### src/include/uart_config.svh
// UART configuration constants
`ifndef UART_CONFIG_SVH
`define UART_CONFIG_SVH

// Frame format
`define UART_DATA_BITS 8

// Baud divisor in clock cycles per bit
`define UART_DIV_WIDTH 16
`define UART_DIV_RESET 16

// Register byte offsets on the bus
`define UART_REG_DATA   0
`define UART_REG_STATUS 4
`define UART_REG_BAUD   8

`endif

### src/uart_types_pkg.sv
// UART datapath types
`include "uart_config.svh"

package uart_types_pkg;

    typedef logic [`UART_DATA_BITS-1:0] uart_data_t;
    typedef logic [`UART_DIV_WIDTH-1:0] baud_div_t;

    // Enough to count the data bits still to go
    typedef logic [3:0] bit_count_t;

    typedef enum logic [1:0] {
        RX_IDLE,
        RX_START,
        RX_DATA,
        RX_STOP
    } rx_state_e;

    typedef enum logic [1:0] {
        TX_IDLE,
        TX_START,
        TX_DATA,
        TX_STOP
    } tx_state_e;

endpackage

### src/wb_types_pkg.sv
// Wishbone bus types
package wb_types_pkg;

    // Byte address inside the peripheral window
    typedef logic [3:0]  wb_addr_t;

    typedef logic [31:0] wb_data_t;

    // Decoded register
    typedef enum logic [1:0] {
        SEL_DATA,
        SEL_STATUS,
        SEL_BAUD,
        SEL_NONE
    } reg_sel_e;

endpackage

### src/uart_line_if.sv
// Register block to serial engine link
interface uart_line_if;

    // Shared bit timing
    uart_types_pkg::baud_div_t  baud_div;

    // Transmit side
    uart_types_pkg::uart_data_t tx_data;
    logic                       tx_start;
    logic                       tx_busy;

    // Receive side, single-cycle result pulses
    uart_types_pkg::uart_data_t rx_data;
    logic                       rx_valid;
    logic                       rx_frame_err;

    modport regs (
        output baud_div, tx_data, tx_start,
        input  tx_busy, rx_data, rx_valid, rx_frame_err
    );

    modport tx (
        input  baud_div, tx_data, tx_start,
        output tx_busy
    );

    modport rx (
        input  baud_div,
        output rx_data, rx_valid, rx_frame_err
    );

endinterface

### src/uart_rx.sv
// UART serial receiver
`include "uart_config.svh"

module uart_rx (
    input  logic        clk,
    input  logic        rst_n,
    input  logic        rx_serial_i,
    uart_line_if.rx     line
);

    // Two-flop synchronizer plus one stage for edge detection
    logic [1:0] rx_sync;
    logic       rx_line;
    logic       rx_line_d;
    logic       start_edge;

    uart_types_pkg::rx_state_e  state;
    uart_types_pkg::baud_div_t  sample_cnt;
    uart_types_pkg::bit_count_t bit_cnt;
    uart_types_pkg::uart_data_t shifter;

    logic sample_pulse;
    logic valid_q;
    logic frame_err_q;

    assign rx_line      = rx_sync[1];
    assign start_edge   = rx_line_d && !rx_line;
    assign sample_pulse = (sample_cnt == '0);

    always_ff @(posedge clk or negedge rst_n) begin
        if (!rst_n) begin
            rx_sync   <= 2'b11;
            rx_line_d <= 1'b1;
        end else begin
            rx_sync   <= {rx_sync[0], rx_serial_i};
            rx_line_d <= rx_line;
        end
    end

    // Frame state machine with sample and bit counters
    always_ff @(posedge clk or negedge rst_n) begin
        if (!rst_n) begin
            state       <= uart_types_pkg::RX_IDLE;
            sample_cnt  <= '0;
            bit_cnt     <= '0;
            valid_q     <= 1'b0;
            frame_err_q <= 1'b0;
        end else begin
            valid_q     <= 1'b0;
            frame_err_q <= 1'b0;
            case (state)
                uart_types_pkg::RX_IDLE: begin
                    // Half a divisor gets us to the middle of the start bit
                    if (start_edge) begin
                        state      <= uart_types_pkg::RX_START;
                        sample_cnt <= (line.baud_div >> 1) - 1'b1;
                    end
                end
                uart_types_pkg::RX_START: begin
                    if (rx_line) begin
                        // Glitch, not a real start bit
                        state <= uart_types_pkg::RX_IDLE;
                    end else if (sample_pulse) begin
                        state      <= uart_types_pkg::RX_DATA;
                        sample_cnt <= line.baud_div - 1'b1;
                        bit_cnt    <= uart_types_pkg::bit_count_t'(`UART_DATA_BITS);
                    end else begin
                        sample_cnt <= sample_cnt - 1'b1;
                    end
                end
                uart_types_pkg::RX_DATA: begin
                    if (sample_pulse) begin
                        sample_cnt <= line.baud_div - 1'b1;
                        bit_cnt    <= bit_cnt - 1'b1;
                        if (bit_cnt == uart_types_pkg::bit_count_t'(1)) begin
                            state <= uart_types_pkg::RX_STOP;
                        end
                    end else begin
                        sample_cnt <= sample_cnt - 1'b1;
                    end
                end
                uart_types_pkg::RX_STOP: begin
                    if (sample_pulse) begin
                        state       <= uart_types_pkg::RX_IDLE;
                        valid_q     <= rx_line;
                        frame_err_q <= !rx_line;
                    end else begin
                        sample_cnt <= sample_cnt - 1'b1;
                    end
                end
                default: begin
                    state <= uart_types_pkg::RX_IDLE;
                end
            endcase
        end
    end

    // Serial to parallel, LSB arrives first
    always_ff @(posedge clk) begin
        if (state == uart_types_pkg::RX_DATA && sample_pulse) begin
            shifter <= {rx_line, shifter[`UART_DATA_BITS-1:1]};
        end
    end

    assign line.rx_data      = shifter;
    assign line.rx_valid     = valid_q;
    assign line.rx_frame_err = frame_err_q;

endmodule

### src/uart_tx.sv
// UART serial transmitter
`include "uart_config.svh"

module uart_tx (
    input  logic        clk,
    input  logic        rst_n,
    output logic        tx_serial_o,
    uart_line_if.tx     line
);

    uart_types_pkg::tx_state_e  state;
    uart_types_pkg::baud_div_t  bit_timer;
    uart_types_pkg::bit_count_t bit_cnt;
    uart_types_pkg::uart_data_t shifter;

    logic tx_q;
    logic bit_done;

    assign bit_done = (bit_timer == '0);

    always_ff @(posedge clk or negedge rst_n) begin
        if (!rst_n) begin
            state     <= uart_types_pkg::TX_IDLE;
            bit_timer <= '0;
            bit_cnt   <= '0;
            tx_q      <= 1'b1;
        end else begin
            case (state)
                uart_types_pkg::TX_IDLE: begin
                    if (line.tx_start) begin
                        state     <= uart_types_pkg::TX_START;
                        bit_timer <= line.baud_div - 1'b1;
                        tx_q      <= 1'b0;
                    end
                end
                uart_types_pkg::TX_START: begin
                    if (bit_done) begin
                        state     <= uart_types_pkg::TX_DATA;
                        bit_timer <= line.baud_div - 1'b1;
                        bit_cnt   <= uart_types_pkg::bit_count_t'(`UART_DATA_BITS);
                        tx_q      <= shifter[0];
                    end else begin
                        bit_timer <= bit_timer - 1'b1;
                    end
                end
                uart_types_pkg::TX_DATA: begin
                    if (bit_done) begin
                        bit_timer <= line.baud_div - 1'b1;
                        bit_cnt   <= bit_cnt - 1'b1;
                        // Last data bit done, go to the stop bit
                        if (bit_cnt == uart_types_pkg::bit_count_t'(1)) begin
                            state <= uart_types_pkg::TX_STOP;
                            tx_q  <= 1'b1;
                        end else begin
                            tx_q <= shifter[0];
                        end
                    end else begin
                        bit_timer <= bit_timer - 1'b1;
                    end
                end
                uart_types_pkg::TX_STOP: begin
                    if (bit_done) begin
                        state <= uart_types_pkg::TX_IDLE;
                    end else begin
                        bit_timer <= bit_timer - 1'b1;
                    end
                end
                default: begin
                    state <= uart_types_pkg::TX_IDLE;
                end
            endcase
        end
    end

    // Byte latch and shift, next bit always sits at position 0
    always_ff @(posedge clk) begin
        if (state == uart_types_pkg::TX_IDLE && line.tx_start) begin
            shifter <= line.tx_data;
        end else if (bit_done && state != uart_types_pkg::TX_IDLE
                     && state != uart_types_pkg::TX_STOP) begin
            shifter <= shifter >> 1;
        end
    end

    assign tx_serial_o  = tx_q;
    assign line.tx_busy = (state != uart_types_pkg::TX_IDLE);

endmodule

### src/uart_wb_regs.sv
// Wishbone register block
`include "uart_config.svh"

module uart_wb_regs (
    input  logic                    clk,
    input  logic                    rst_n,
    input  logic                    wb_cyc_i,
    input  logic                    wb_stb_i,
    input  logic                    wb_we_i,
    input  wb_types_pkg::wb_addr_t  wb_adr_i,
    input  wb_types_pkg::wb_data_t  wb_dat_i,
    output wb_types_pkg::wb_data_t  wb_dat_o,
    output logic                    wb_ack_o,
    uart_line_if.regs               line
);

    wb_types_pkg::reg_sel_e     reg_sel;
    wb_types_pkg::wb_data_t     rd_mux;
    wb_types_pkg::wb_data_t     status;

    logic ack_q;
    logic access;
    logic wr_data;
    logic rd_data;
    logic wr_status;
    logic wr_baud;

    uart_types_pkg::baud_div_t  baud_div;
    uart_types_pkg::uart_data_t rx_buf;
    uart_types_pkg::uart_data_t tx_buf;
    logic                       tx_start_q;
    logic                       rx_full;
    logic                       frame_err;
    logic                       overrun;

    always_comb begin
        case (wb_adr_i)
            wb_types_pkg::wb_addr_t'(`UART_REG_DATA):   reg_sel = wb_types_pkg::SEL_DATA;
            wb_types_pkg::wb_addr_t'(`UART_REG_STATUS): reg_sel = wb_types_pkg::SEL_STATUS;
            wb_types_pkg::wb_addr_t'(`UART_REG_BAUD):   reg_sel = wb_types_pkg::SEL_BAUD;
            default:                                    reg_sel = wb_types_pkg::SEL_NONE;
        endcase
    end

    // One wait state and the access acts on the edge that raises ack
    assign access    = wb_cyc_i && wb_stb_i && !ack_q;
    assign wr_data   = access && wb_we_i && (reg_sel == wb_types_pkg::SEL_DATA);
    assign rd_data   = access && !wb_we_i && (reg_sel == wb_types_pkg::SEL_DATA);
    assign wr_status = access && wb_we_i && (reg_sel == wb_types_pkg::SEL_STATUS);
    assign wr_baud   = access && wb_we_i && (reg_sel == wb_types_pkg::SEL_BAUD);

    // Bit 0 tx_busy, bit 1 rx_full, bit 2 frame_err, bit 3 overrun
    assign status = wb_types_pkg::wb_data_t'({overrun, frame_err, rx_full, line.tx_busy});

    always_comb begin
        case (reg_sel)
            wb_types_pkg::SEL_DATA:   rd_mux = wb_types_pkg::wb_data_t'(rx_buf);
            wb_types_pkg::SEL_STATUS: rd_mux = status;
            wb_types_pkg::SEL_BAUD:   rd_mux = wb_types_pkg::wb_data_t'(baud_div);
            default:                  rd_mux = '0;
        endcase
    end

    always_ff @(posedge clk or negedge rst_n) begin
        if (!rst_n) begin
            ack_q      <= 1'b0;
            tx_start_q <= 1'b0;
            baud_div   <= uart_types_pkg::baud_div_t'(`UART_DIV_RESET);
            rx_full    <= 1'b0;
            frame_err  <= 1'b0;
            overrun    <= 1'b0;
        end else begin
            ack_q      <= access;
            // Writes while the transmitter is busy are dropped
            tx_start_q <= wr_data && !line.tx_busy;

            if (wr_baud) begin
                baud_div <= wb_dat_i[`UART_DIV_WIDTH-1:0];
            end

            // A read on the same edge as a new byte frees the buffer for it
            if (line.rx_valid && rx_full && !rd_data) begin
                overrun <= 1'b1;
            end else if (wr_status && wb_dat_i[3]) begin
                overrun <= 1'b0;
            end

            if (line.rx_valid) begin
                rx_full <= 1'b1;
            end else if (rd_data) begin
                rx_full <= 1'b0;
            end

            if (line.rx_frame_err) begin
                frame_err <= 1'b1;
            end else if (wr_status && wb_dat_i[2]) begin
                frame_err <= 1'b0;
            end
        end
    end

    always_ff @(posedge clk) begin
        if (access) begin
            wb_dat_o <= rd_mux;
        end
        if (wr_data && !line.tx_busy) begin
            tx_buf <= wb_dat_i[`UART_DATA_BITS-1:0];
        end
        if (line.rx_valid && (!rx_full || rd_data)) begin
            rx_buf <= line.rx_data;
        end
    end

    assign wb_ack_o      = ack_q;
    assign line.baud_div = baud_div;
    assign line.tx_data  = tx_buf;
    assign line.tx_start = tx_start_q;

endmodule

### src/uart_top.sv
// UART peripheral top level
module uart_top (
    input  logic                    clk,
    input  logic                    rst_n,

    // Wishbone classic slave
    input  logic                    wb_cyc_i,
    input  logic                    wb_stb_i,
    input  logic                    wb_we_i,
    input  wb_types_pkg::wb_addr_t  wb_adr_i,
    input  wb_types_pkg::wb_data_t  wb_dat_i,
    output wb_types_pkg::wb_data_t  wb_dat_o,
    output logic                    wb_ack_o,

    // Serial pins
    input  logic                    uart_rx_i,
    output logic                    uart_tx_o
);

    uart_line_if line_bus ();

    uart_wb_regs u_regs (
        .clk      (clk),
        .rst_n    (rst_n),
        .wb_cyc_i (wb_cyc_i),
        .wb_stb_i (wb_stb_i),
        .wb_we_i  (wb_we_i),
        .wb_adr_i (wb_adr_i),
        .wb_dat_i (wb_dat_i),
        .wb_dat_o (wb_dat_o),
        .wb_ack_o (wb_ack_o),
        .line     (line_bus.regs)
    );

    uart_rx u_rx (
        .clk         (clk),
        .rst_n       (rst_n),
        .rx_serial_i (uart_rx_i),
        .line        (line_bus.rx)
    );

    uart_tx u_tx (
        .clk         (clk),
        .rst_n       (rst_n),
        .tx_serial_o (uart_tx_o),
        .line        (line_bus.tx)
    );

endmodule

### config.mk
export PLATFORM = sky130hd
export DESIGN_NAME = uart_top
export DESIGN_NICKNAME = d
export VERILOG_FILES = /design/src/uart_types_pkg.sv /design/src/wb_types_pkg.sv /design/src/uart_line_if.sv /design/src/uart_rx.sv /design/src/uart_tx.sv /design/src/uart_wb_regs.sv /design/src/uart_top.sv
export VERILOG_INCLUDE_DIRS = /design/src /design/src/include
export SDC_FILE = /design/constraint.sdc
export NUM_CORES = 1
export LEC_CHECK = 0
export BUFFER_PORTS_ARGS = -buffer_cell sky130_fd_sc_hd__buf_2
export CORE_ASPECT_RATIO = 1.4
export CORE_MARGIN = 2
export CORE_UTILIZATION = 45
export CTS_CLUSTER_SIZE = 16
export DETAILED_ROUTE_END_ITERATION = 8
export PLACE_DENSITY = 0.75
export SETUP_SLACK_MARGIN = 0.3
export SYNTH_ARGS = -nofsm -noshare
export SYNTH_HDL_FRONTEND = slang
export SYNTH_HIERARCHICAL = 1
export SYNTH_SLANG_ARGS = --single-unit
### constraint.sdc
create_clock -name clk -period 7.3 [get_ports clk]
set_input_delay 1.46 -clock clk [delete_from_list [all_inputs] [get_ports clk]]
set_output_delay 1.46 -clock clk [all_outputs]
set_load 0.05 [all_outputs]
# After elaboration in Yosys (flattened, before gate mapping)
# Index checks and enable logic that the tools add are counted.
dict set report word_totals {
  regBits 135
  word_cells 151
}
dict set report op_classes {
  n_addsub 6
  eq_ne 27
  muxes 48
  reduce_logical 48
}
# operator count
set ops {}
lappend ops {{$mux 16} 7}
lappend ops {{$pmux 16 s3} 2}
lappend ops {{$pmux 16 s4} 1}
lappend ops {{$sub 16x1->16 const B} 3}
lappend ops {{$logic_not 16->1} 2}
lappend ops {{$mux 2} 11}
lappend ops {{$mux 4} 5}
lappend ops {{$logic_and 1x1->1} 19}
lappend ops {{$ne 2x1->1 const B} 9}
lappend ops {{$mux 8} 2}
lappend ops {{$pmux 2 s4} 2}
lappend ops {{$pmux 4 s2} 2}
lappend ops {{$sub 15x1->16 const B} 1}
lappend ops {{$mux 1} 14}
lappend ops {{$reduce_bool 2->1} 7}
lappend ops {{$eq 2x2->1 const B} 5}
lappend ops {{$ne 2x2->1 const B} 5}
lappend ops {{$reduce_and 5->1} 2}
lappend ops {{$eq 4x1->1 const B} 2}
lappend ops {{$reduce_and 4->1} 2}
lappend ops {{$sub 4x1->4 const B} 2}
lappend ops {{$eq 2x1->1 const B} 3}
lappend ops {{$logic_not 1->1} 6}
lappend ops {{$logic_not 2->1} 3}
lappend ops {{11 further kinds} 12}

# Longest topological paths before layout
dict set report logic_depth {
  word_depth 7
  mapped_depth 11
}

# By module
# The synthesis kept the hierarchy.
# mod n_inst cells_each area_each_um2 seq_area_each_um2
set by_module_without_submodules {}
lappend by_module_without_submodules {uart_rx 1 329 2795.2 919.6}
lappend by_module_without_submodules {uart_tx 1 238 2239.6 817.0}
lappend by_module_without_submodules {uart_wb_regs 1 127 2149.6 1487.7}

# Worst setup path after synthesis
# No wires, ideal clock.
dict set report synth_path {
  path_kind {input port to flip-flop}
  startpoint {in wb_adr_i[1]}
  endpoint {reg u_regs.rx_buf[0], enable pin}
  setup_time_ps 332
  arrival_ps 2650
  path_slack_ps 4318
  stages 3
  path_buffers 0
  path_cell_list {or4_1 o41ai_2 and2_1}
}
dict set report synth_via {
  elab_chain_len 6
}
# element line_no
set synth_rtl {}
lappend synth_rtl {{start, declared} uart_top.sv:10} ;# input wb_types_pkg::wb_addr_t wb_adr_i,
lappend synth_rtl {{$eq 4x4->1 (tied with other cells)} uart_wb_regs.sv:37} ;# case (wb_adr_i)
lappend synth_rtl {{$pmux 2 s3 *} uart_wb_regs.sv:37}
lappend synth_rtl {{$logic_not 2->1 *} uart_wb_regs.sv:48} ;# assign rd_data = access && !wb_we_i && (reg_sel == wb_types_pkg::SEL_DATA);
lappend synth_rtl {{$logic_and 1x1->1 *} uart_wb_regs.sv:48}
lappend synth_rtl {{$logic_or 1x1->1 *} uart_wb_regs.sv:109} ;# if (line.rx_valid && (!rx_full || rd_data)) begin
lappend synth_rtl {{$logic_and 1x1->1 *} uart_wb_regs.sv:109}
lappend synth_rtl {{end signal, assigned} uart_wb_regs.sv:110} ;# rx_buf <= line.rx_data;
lappend synth_rtl {{end, declared} uart_wb_regs.sv:29} ;# uart_types_pkg::uart_data_t rx_buf;
# Mark *: on every way between the ends. The rest lies on a longest branch, timed or not.
# A chain may end at the register's enable or synchronous reset.

# Worst setup path in the final report
dict set report layout_path {
  startpoint {in wb_adr_i[1]}
  endpoint {reg u_regs.baud_div[2], in the netlist u_regs/line.baud_div[2]}
}
dict set report layout_via {
  elab_chain_len 4
}
# element line_no
set layout_rtl {}
lappend layout_rtl {{$eq 4x4->1 (tied with other cells)} uart_wb_regs.sv:37}
lappend layout_rtl {{$pmux 2 s3 *} uart_wb_regs.sv:37}
lappend layout_rtl {{$eq 2x2->1 *} uart_wb_regs.sv:50} ;# assign wr_baud = access && wb_we_i && (reg_sel == wb_types_pkg::SEL_BAUD);
lappend layout_rtl {{$logic_and 1x1->1 *} uart_wb_regs.sv:50}
lappend layout_rtl {{end signal, assigned} uart_wb_regs.sv:68} ;# baud_div <= uart_types_pkg::baud_div_t'(`UART_DIV_RESET);
lappend layout_rtl {{end signal, assigned} uart_wb_regs.sv:78} ;# baud_div <= wb_dat_i[`UART_DIV_WIDTH-1:0];
lappend layout_rtl {{end, declared} uart_wb_regs.sv:28} ;# uart_types_pkg::baud_div_t baud_div;
# Marks and branches as above.

==> impl_results.md <==
* Setup Skew at 0.0147 ns
* Proportion of layout cells with a drive suffix above 1 at 19.3%
* Psw at around 1.3 mW
* Routed via count at approximately 5500
* Synth top area cells: sky130_fd_sc_hd__dfrtp_1, sky130_fd_sc_hd__edfxtp_1, sky130_fd_sc_hd__ha_1
* Synth Warn # at 6
* Global-route wire length before repair at 27200 um
* Die area at ~0.017 sq mm
* Vertical extent of the die at 154 um
* Most common cell in the netlist: sky130_fd_sc_hd__dfrtp_1
* Share of flip-flops with an asynchronous set or reset after synthesis at between 50 and 60%
* Clock latency reported for the late side of the worst-skew pair at around 0.42 ns
* Netlist area before placement at 0.00718 sq mm
* Final min period at 3.47 ns
* Sequential share of the synthesized area at 44.9%
* Post-detailed-placement half-perimeter wirelength at roughly 11000 um
* Number of cells on the worst hold path at 0
* Buffers added on ports at 43
* RR Startpoint: u_regs/line.baud_div[2]
* Post-synthesis cell type with the largest combined area: sky130_fd_sc_hd__dfrtp_1
* Wire length on met3 at 628 um
* Detailed router's first-iteration violation count at between 400 and 500
* Post-synth top area share at a little under a quarter
* CTS tree: built
* Number of routed nets with antenna violations at 0
* Clock-pin slew of the registers on the worst-case setup and hold paths at approximately 0.060 ns
* Worst R2R Setup Slack at a little over 4 ns
* Width of the die at around 110 um
* Area growth syn-to-layout at 10.7%
* Maximum number of pins on one net before global-route repair at 72
* Most numerous cell types in the synthesized netlist: sky130_fd_sc_hd__dfrtp_1, sky130_fd_sc_hd__nand2_1, sky130_fd_sc_hd__nor2_1
* Final design utilization at between 50% and 60%
* Length of routed met2 wiring at a little under 9000 um
* Count of unique library cells instantiated by Yosys at 80
* Worst min-delay path category: register to register
* Number of placement rows at 54
* Worst vdd rail ir drop at about 0.21 mV
* CP required at roughly 7.6 ns
* Final Slew Violations at 0
* Detailed-route DRC error count at 0
* Starting Density at 46.0%
* Number of clock sinks at about 120
* Synthesized instance count at roughly 690
* DRT met1 WL at 6800 um
* Path depth of the worst reg2reg path at 8
* Final worst-path cycle share at approximately 48%
* Worst Max-Slew Pin Slew at a little over 1 ns
* Startpoint of the worst hold path: u_rx/rx_sync[0]
* Arr. time, crit path at around 3.8 ns
* Hold buffer count at cts at 0
* Post-layout instance area at a little under 0.008 sq mm
* Via density at 5.88
* Top FF cell, synth: sky130_fd_sc_hd__dfrtp_1
* Final RePlAce weighted congestion at 0.867
* CTS H-tree depth at 4
* Crit path kind: input port to register
* Final nets at ~790
* Via count of the first global-routing pass at roughly 5300
* Root buffer cell: sky130_fd_sc_hd__clkbuf_16
* Cts bufs inserted at 17
* Count of flip-flops with a built-in enable after synthesis at 48
* Final setup violation count at 0
* Max Used Layer: met4
* Crit path launch type: input port
* Diode count at 0
* DRT Wirelength at about 17000 um
* Setup TNS at 0 ns
* Power density cells at between 300 and 400 mW/mm^2
* Portion of total power attributed to sequential cells at approximately 33%
* Post-CTS Setup Inserts at 0
* Reg-to-reg endpoint: u_rx/sample_cnt[9]
* Max Clk Rate at between 0.2 and 0.3 GHz
* Hold violation count in the final report at 0
* Switching power share of the total at 41.3%
* Internal power at roughly 1.8 mW
* Number of search-and-repair iterations in the first detailed-routing pass at 7
* Leakage power of the design at approximately 3.3 nW
* Cts repair resizes at 0
* Overall routing resource usage at between 10% and 20%
* Number of top-level pins at 76
* Highest net fanout along the worst path at 17
* Number of antenna violations at the first check in global routing at 0
* Unrepaired setup endpoints after global routing: false
* Number of instances in the placed design at about 900
* Clock Tree Buf Depth at 2
* Final Instance Count excl. Fillers at 933
* Mean instance size in the synthesized netlist at approximately 10 sq um
* Relative contribution of combinational cells to total power at roughly two fifths
* CORE AREA at 0.0156 sq mm
* Number of violations of the max-capacitance limit at 0
* Post-layout power at 3.11 mW
* Worst rel slew slack at between 20 and 30%
* Total congestion overflow after global routing at 0
* Status: complete, no violations
* Crit path capture type: register
* Total placed instance area at approximately 0.0074 sq mm
* Worst Hold End: u_rx/rx_sync[1]
* Mean routed wirelength per cell at between 15 and 20 um
* Post-synthesis sequential element count at about 120
* Clock network fraction of total power at between 20% and 30%
==> sequential cells by signal, summed over array words and instances (netlist names), 2 cells and up, named ones only <==
register / flops
u_tx/bit_cnt: 4
u_tx/shifter: 8
u_regs/rx_buf: 8
u_regs/line.baud_div: 16
u_rx/line.rx_data: 8
u_rx/bit_cnt: 4
u_tx/bit_timer: 16
u_regs/wb_dat_o: 16
u_tx/state: 2
u_rx/rx_sync: 2
u_rx/sample_cnt: 16
u_regs/line.tx_data: 8
==> kinds of logic after synthesis <==
logic type / synth area share (%)
xor gates and xnor gates: 5.73
DFF: 44.9
buffers and inverters: 6.27
AOI/OAI and AO/OA: 15.2
other: 0.0522
adders and majority gates: 3.66
and+or+nand+nor: 19.6
muxes: 4.58
==> cell type report <==
cell class / count / area (sq um)
well taps: 196 / 245
repair buffers: 46 / 238
clock buffers: 18 / 429
flip-flops and latches: 119 / 3220
clock inverters: 14 / 128
inverters: 32 / 120
fillers: 1380 / 7660
multi-input cells: 508 / 3570
==> cells in the final DEF (no fill, tap or decap), types with 21 or more instances in the layout <==
master and n:
sky130_fd_sc_hd__nand2_1 52, sky130_fd_sc_hd__nor3_1 34, sky130_fd_sc_hd__a21oi_1 26, sky130_fd_sc_hd__ha_1 21, sky130_fd_sc_hd__buf_2 43, sky130_fd_sc_hd__inv_1 32
sky130_fd_sc_hd__o21ai_0 39, sky130_fd_sc_hd__dfrtp_1 66, sky130_fd_sc_hd__edfxtp_1 48, sky130_fd_sc_hd__nor2_1 49, sky130_fd_sc_hd__xnor2_1 29
==> critical path, cell delays in order <==
cell and delay [ns]:
sky130_fd_sc_hd__buf_2 0.13, sky130_fd_sc_hd__nor4b_4 0.83, sky130_fd_sc_hd__and2_1 0.91, sky130_fd_sc_hd__mux2_2 0.43
==> metrics by stage <==
| stage | hold slack (ns) | setup WS (ns) |
|---|---|---|
| after floorplan | 0.345 | 4.32 |
| final | 0.355 | 3.83 |
| after global placement | 0.352 | 3.46 |
| after global routing | 0.360 | 3.73 |
| after detailed placement | 0.347 | 3.44 |
| after CTS | 0.356 | 3.86 |
==> power groups by stage <==
| stage | sequential [mW] | combinational (mW) | clock (mW) |
|---|---|---|---|
| detailed placement | 1.02 | 1.28 | 0 |
| finish | 1.02 | 1.30 | 0.786 |
| CTS | 1.01 | 1.29 | 0.800 |
| floorplan | 0.972 | 1.08 | 0 |
| global placement | 1.02 | 1.26 | 0 |
| global route | 1.04 | 1.43 | 0.833 |
==> how the worst max path moves through the flow <==
stage | start | to | slack (ns) | cells past startpoint
6_report | wb_adr_i[1] | u_regs/line.baud_div[2] | 3.83 | 4
4_1_cts | wb_adr_i[1] | u_regs/line.baud_div[2] | 3.86 | 4
2_1_floorplan | wb_adr_i[1] | u_regs/rx_buf[0] | 4.32 | 3
3_3_place_gp | wb_adr_i[1] | u_regs/line.baud_div[15] | 3.46 | 4
3_5_place_dp | wb_adr_i[1] | u_regs/line.baud_div[2] | 3.44 | 4
5_1_grt | wb_adr_i[1] | u_regs/line.baud_div[2] | 3.73 | 4
==> routing by layer <==
metal	vias to the layer above	track usage, %
li1	2594	-
met5	-	0
met2	171	35.6
met4	0	8.15
met1	2687	23.1
met3	30	3.74
Note: power is estimated with default switching activity, not from simulation.
